File: src/source/wb_pkg.sv
// wishbone subsystem definitions
// bus field widths, gpio port width and the address map of both slaves

`default_nettype none

package wb_pkg;

    // bus fields
    typedef logic [31:0] wb_addr_t;
    typedef logic [31:0] wb_data_t;
    typedef logic [3:0]  wb_sel_t;

    // gpio port value
    typedef logic [7:0] gpio_t;

    // word ram with a 1 KiB window holding 256 words
    localparam wb_addr_t RAM_BASE = 32'h0000_0000;
    localparam wb_addr_t RAM_MASK = 32'hFFFF_FC00;

    // gpio block with a 16 byte window
    localparam wb_addr_t GPIO_BASE = 32'h0001_0000;
    localparam wb_addr_t GPIO_MASK = 32'hFFFF_FFF0;

    // register offsets inside the gpio window
    localparam int GPIO_OUT_OFS = 'h0;
    localparam int GPIO_IN_OFS  = 'h4;

endpackage : wb_pkg

`default_nettype wire

File: src/source/wb_gpio_slave.sv
// gpio slave with a writable output register and a synchronised input register
// never stalls and acks one cycle after the request

`default_nettype none

module wb_gpio_slave
(
    input  logic             clk_i,
    input  logic             rstn_i,
    input  logic             cyc,
    input  logic             stb,
    input  logic             we,
    input  wb_pkg::wb_addr_t addr,
    input  wb_pkg::wb_sel_t  sel,
    input  wb_pkg::wb_data_t wdata,
    input  wb_pkg::gpio_t    gpio_in,
    output wb_pkg::wb_data_t rdata,
    output logic             ack,
    output logic             stall,
    output wb_pkg::gpio_t    gpio_out
);

    import wb_pkg::*;

    logic     accept;
    wb_addr_t ofs;
    gpio_t    in_meta;
    gpio_t    in_sync;

    assign stall  = 1'b0;
    assign accept = cyc & stb;

    // register offset within the gpio window
    assign ofs = addr & ~GPIO_MASK;

    // two-flop synchroniser on the input port
    always_ff @(posedge clk_i)
    begin
        if (!rstn_i)
        begin
            in_meta <= '0;
            in_sync <= '0;
        end
        else
        begin
            in_meta <= gpio_in;
            in_sync <= in_meta;
        end
    end

    // writes to the input register are acked and dropped
    always_ff @(posedge clk_i)
    begin
        if (!rstn_i)
        begin
            ack      <= 1'b0;
            gpio_out <= '0;
        end
        else
        begin
            ack <= accept;
            if (accept && we && sel[0] && ofs == wb_addr_t'(GPIO_OUT_OFS))
                gpio_out <= wdata[$bits(gpio_t)-1:0];
        end
    end

    always_ff @(posedge clk_i)
    begin
        if (accept && !we)
        begin
            case (ofs)
                wb_addr_t'(GPIO_OUT_OFS): rdata <= wb_data_t'(gpio_out);
                wb_addr_t'(GPIO_IN_OFS):  rdata <= wb_data_t'(in_sync);
                default:                  rdata <= '0;
            endcase
        end
    end

endmodule : wb_gpio_slave

`default_nettype wire

File: config.mk
export PLATFORM = sky130hd
export DESIGN_NAME = wb_gpio_slave
export DESIGN_NICKNAME = d
export VERILOG_FILES = /design/src/source/wb_pkg.sv /design/src/source/wb_gpio_slave.sv
export SDC_FILE = /design/constraint.sdc
export NUM_CORES = 1
export LEC_CHECK = 0
export ABC_CLOCK_PERIOD_IN_PS = 2000
export BUFFER_PORTS_ARGS = -buffer_cell sky130_fd_sc_hd__buf_2
export CAP_MARGIN = 15
export CORE_UTILIZATION = 37
export DETAILED_ROUTE_END_ITERATION = 7
export PLACE_DENSITY = 0.81
export SYNTH_ARGS = -nofsm -noshare
export SYNTH_HDL_FRONTEND = slang
export SYNTH_SLANG_ARGS = --single-unit
export TNS_END_PERCENT = 5
File: constraint.sdc
create_clock -name clk_i -period 2 [get_ports clk_i]
set_input_delay 0.4 -clock clk_i [delete_from_list [all_inputs] [get_ports clk_i]]
set_output_delay 0.4 -clock clk_i [all_outputs]
set_load 0.05 [all_outputs]
==> flow_metrics.env <==
export IMPL_cp_required_ns=1.60
export IMPL_dpl_worst_slack_ns=0.369
export IMPL_ant_nets=0
export IMPL_most_common_layout_cells="42 x buf_2, 25 x conb_1, 25 x dfxtp_1"
export IMPL_coreArea_um2=3420
export IMPL_die_w_um=62.6
export IMPL_clockBufferDepth=2
export IMPL_wl_met2_um=859
export IMPL_fin_ws_ns=0.618
export IMPL_crit_path_end_kind="output pin"
export IMPL_grt_pass1_wl_mm=3.26
export IMPL_syn_inst=126
export IMPL_hold_violations=0
export IMPL_vias=876
export IMPL_slowest_stage="dfxtp_1"
export IMPL_path_buf_inv=1
export IMPL_grt_pass1_vias=798
export IMPL_critPathTopFamily="flip-flops"
export IMPL_clk_latency_ns=0.32
export IMPL_finalCritPeriodShare=0.691
export IMPL_n_antenna_cell=0
export IMPL_drive_gt1_frac=0.301
export IMPL_swShare=0.290
export IMPL_dr_pass1_iters=5
export IMPL_row_count=21
export IMPL_fin_tns_setup_ns=0
export IMPL_crit_chain="buf_2"
export IMPL_routed_wl_mm=2.00
export IMPL_wl_met3_um=179
export IMPL_hold_buffers=0
export IMPL_fillers=325
export IMPL_ir_worst_vdd_mv=0.238
export IMPL_cts_buffers=5
export IMPL_cts_root_buf="clkbuf_4"
export IMPL_drt_first_iter_violations=8
export IMPL_place_gp_congestion=0.702
export IMPL_setup_viol=0
export IMPL_start_util=0.397
export IMPL_synthesis_area_per_instance_um2=10.8
export IMPL_drv_cap=0
export IMPL_cts_tree="yes"
export IMPL_outcome="completed"
export IMPL_antenna_found_initial=0
export IMPL_rsz0062_at_grt="no"
export IMPL_grt_max_degree=34
export IMPL_grt_use_total=0.112
export IMPL_power_density_nw_per_um2=790
export IMPL_cts_setup_buffers=0
export IMPL_yosysWarningCount=0
export IMPL_m1WireLength_um=867
export IMPL_switchingPower_uw=361
export IMPL_final_min_clock_period_ns=1.38
export IMPL_ys_seq_area_frac=0.546
export IMPL_worstSetupPathType="flop to output pin"
export IMPL_drc=0
export IMPL_top_layer="met4"
export IMPL_arrival_ns=0.98
export IMPL_htreeDepth=2
export IMPL_syn_to_final_growth_pct=15.9
export IMPL_combPwrFrac=0.160
export IMPL_cts_sinks=33
export IMPL_p_int_uw=881
export IMPL_leakagePower_nw=0.720
export IMPL_dpl_hpwl_mm=1.46
export IMPL_ys_types=14
export IMPL_final_common_cell="buf_2"
export IMPL_max_stage_delay_ns=0.38
export IMPL_cp_start_kind="flop"
export IMPL_nNetsFinal=253
export IMPL_io_buffers=42
export IMPL_drv_slew=0
export IMPL_dieArea_um2=3920
export IMPL_power_frac_seq=0.569
export IMPL_routedWlPerCell_um=9.12
export IMPL_fin_skew_ns=0.00539
export IMPL_critPathMaxFanout=3
export IMPL_fmax_mhz=724
export IMPL_die_h_um=62.6
export IMPL_synth_area_um2=1360
export IMPL_gr_total_overflow=0
export IMPL_cts_resized=0
export IMPL_boundaryPins=123
export IMPL_vias_per_cell=4.00
export IMPL_ys_ff_latch=33
export IMPL_path_clk_slew_ns=0.09
export IMPL_rrSetupSlack_ns=1.24
export IMPL_p_clk_frac=0.270
export IMPL_holdCritPathClass="input port to flop"
[through the flow]
stage          hold WS [ns]  total power [mW]  utilization  area (um2)  cells
6_report              0.276              1.24        0.460        1570    219
5_1_grt               0.273              1.30        0.460        1570    219
4_1_cts               0.267              1.25        0.460        1570    219
3_5_place_dp          0.411             0.922        0.446        1520    211
3_3_place_gp          0.411             0.920        0.446        1520    211
2_1_floorplan         0.406             0.925            -        1450    150
[metal layers]
| layer | vias to the layer above | global-route usage |
|---|---|---|
| li1 | 446 | - |
| met1 | 367 | 0.111 |
| met2 | 54 | 0.185 |
| met3 | 9 | 0.0310 |
| met4 | 0 | 0.108 |
| met5 | - | 0 |
[cell type report]
type / instances / area, um2 / share of cell area
Multi-Input combinational cell: 87 / 493 / 0.313
Timing Repair Buffer: 45 / 233 / 0.148
Tap cell: 46 / 57.6 / 0.0366
Clock buffer: 8 / 48.8 / 0.0310
Sequential cell: 33 / 741 / 0.471
[cells in the mapped netlist, drive strengths merged]
| cell type | count | share of area |
|---|---|---|
| nor2 | 9 | 0.025 |
| buf | 26 | 0.15 |
| and2 | 16 | 0.074 |
| dfxtp | 25 | 0.37 |
| conb | 1 | 0.0028 |
| and3 | 1 | 0.0046 |
| nor3 | 1 | 0.012 |
| mux2i | 16 | 0.12 |
| or3 | 1 | 0.0083 |
| nand2 | 17 | 0.047 |
| clkbuf | 4 | 0.011 |
| edfxtp | 8 | 0.18 |
| nand3b | 1 | 0.0055 |
[power by group through the flow]
stage                     logic, mW  clock network (mW)  registers, mW
final                         0.199               0.336          0.707
after global routing          0.212               0.376          0.709
after CTS                     0.200               0.346          0.707
after detailed placement      0.200                   0          0.723
after global placement        0.198                   0          0.722
after floorplan               0.178                   0          0.747
[state kept, by name (all words and copies together) (netlist names)]
register	cells
rdata	8
in_meta	8
ack	1
in_sync	8
gpio_out	8
[kinds of logic after synthesis]
kind of cell | Yosys count | synth area share
flops | 33 | 0.546
buf+inv | 30 | 0.158
simple gates | 46 | 0.176
mux | 16 | 0.118
other cells | 1 | 0.00276
[final timing paths]
| check | depth (start not counted) | from | endpoint |
|---|---|---|---|
| worst max-delay path | 1 | gpio_out[6] | gpio_out[6] |
| worst min register to register | 1 | in_meta[4] | in_sync[4] |
| worst max register to register | 2 | gpio_out[5] | rdata[5] |
| worst min-delay path | 2 | gpio_in[1] | in_meta[1] |
(Power assumes the default switching activity.)
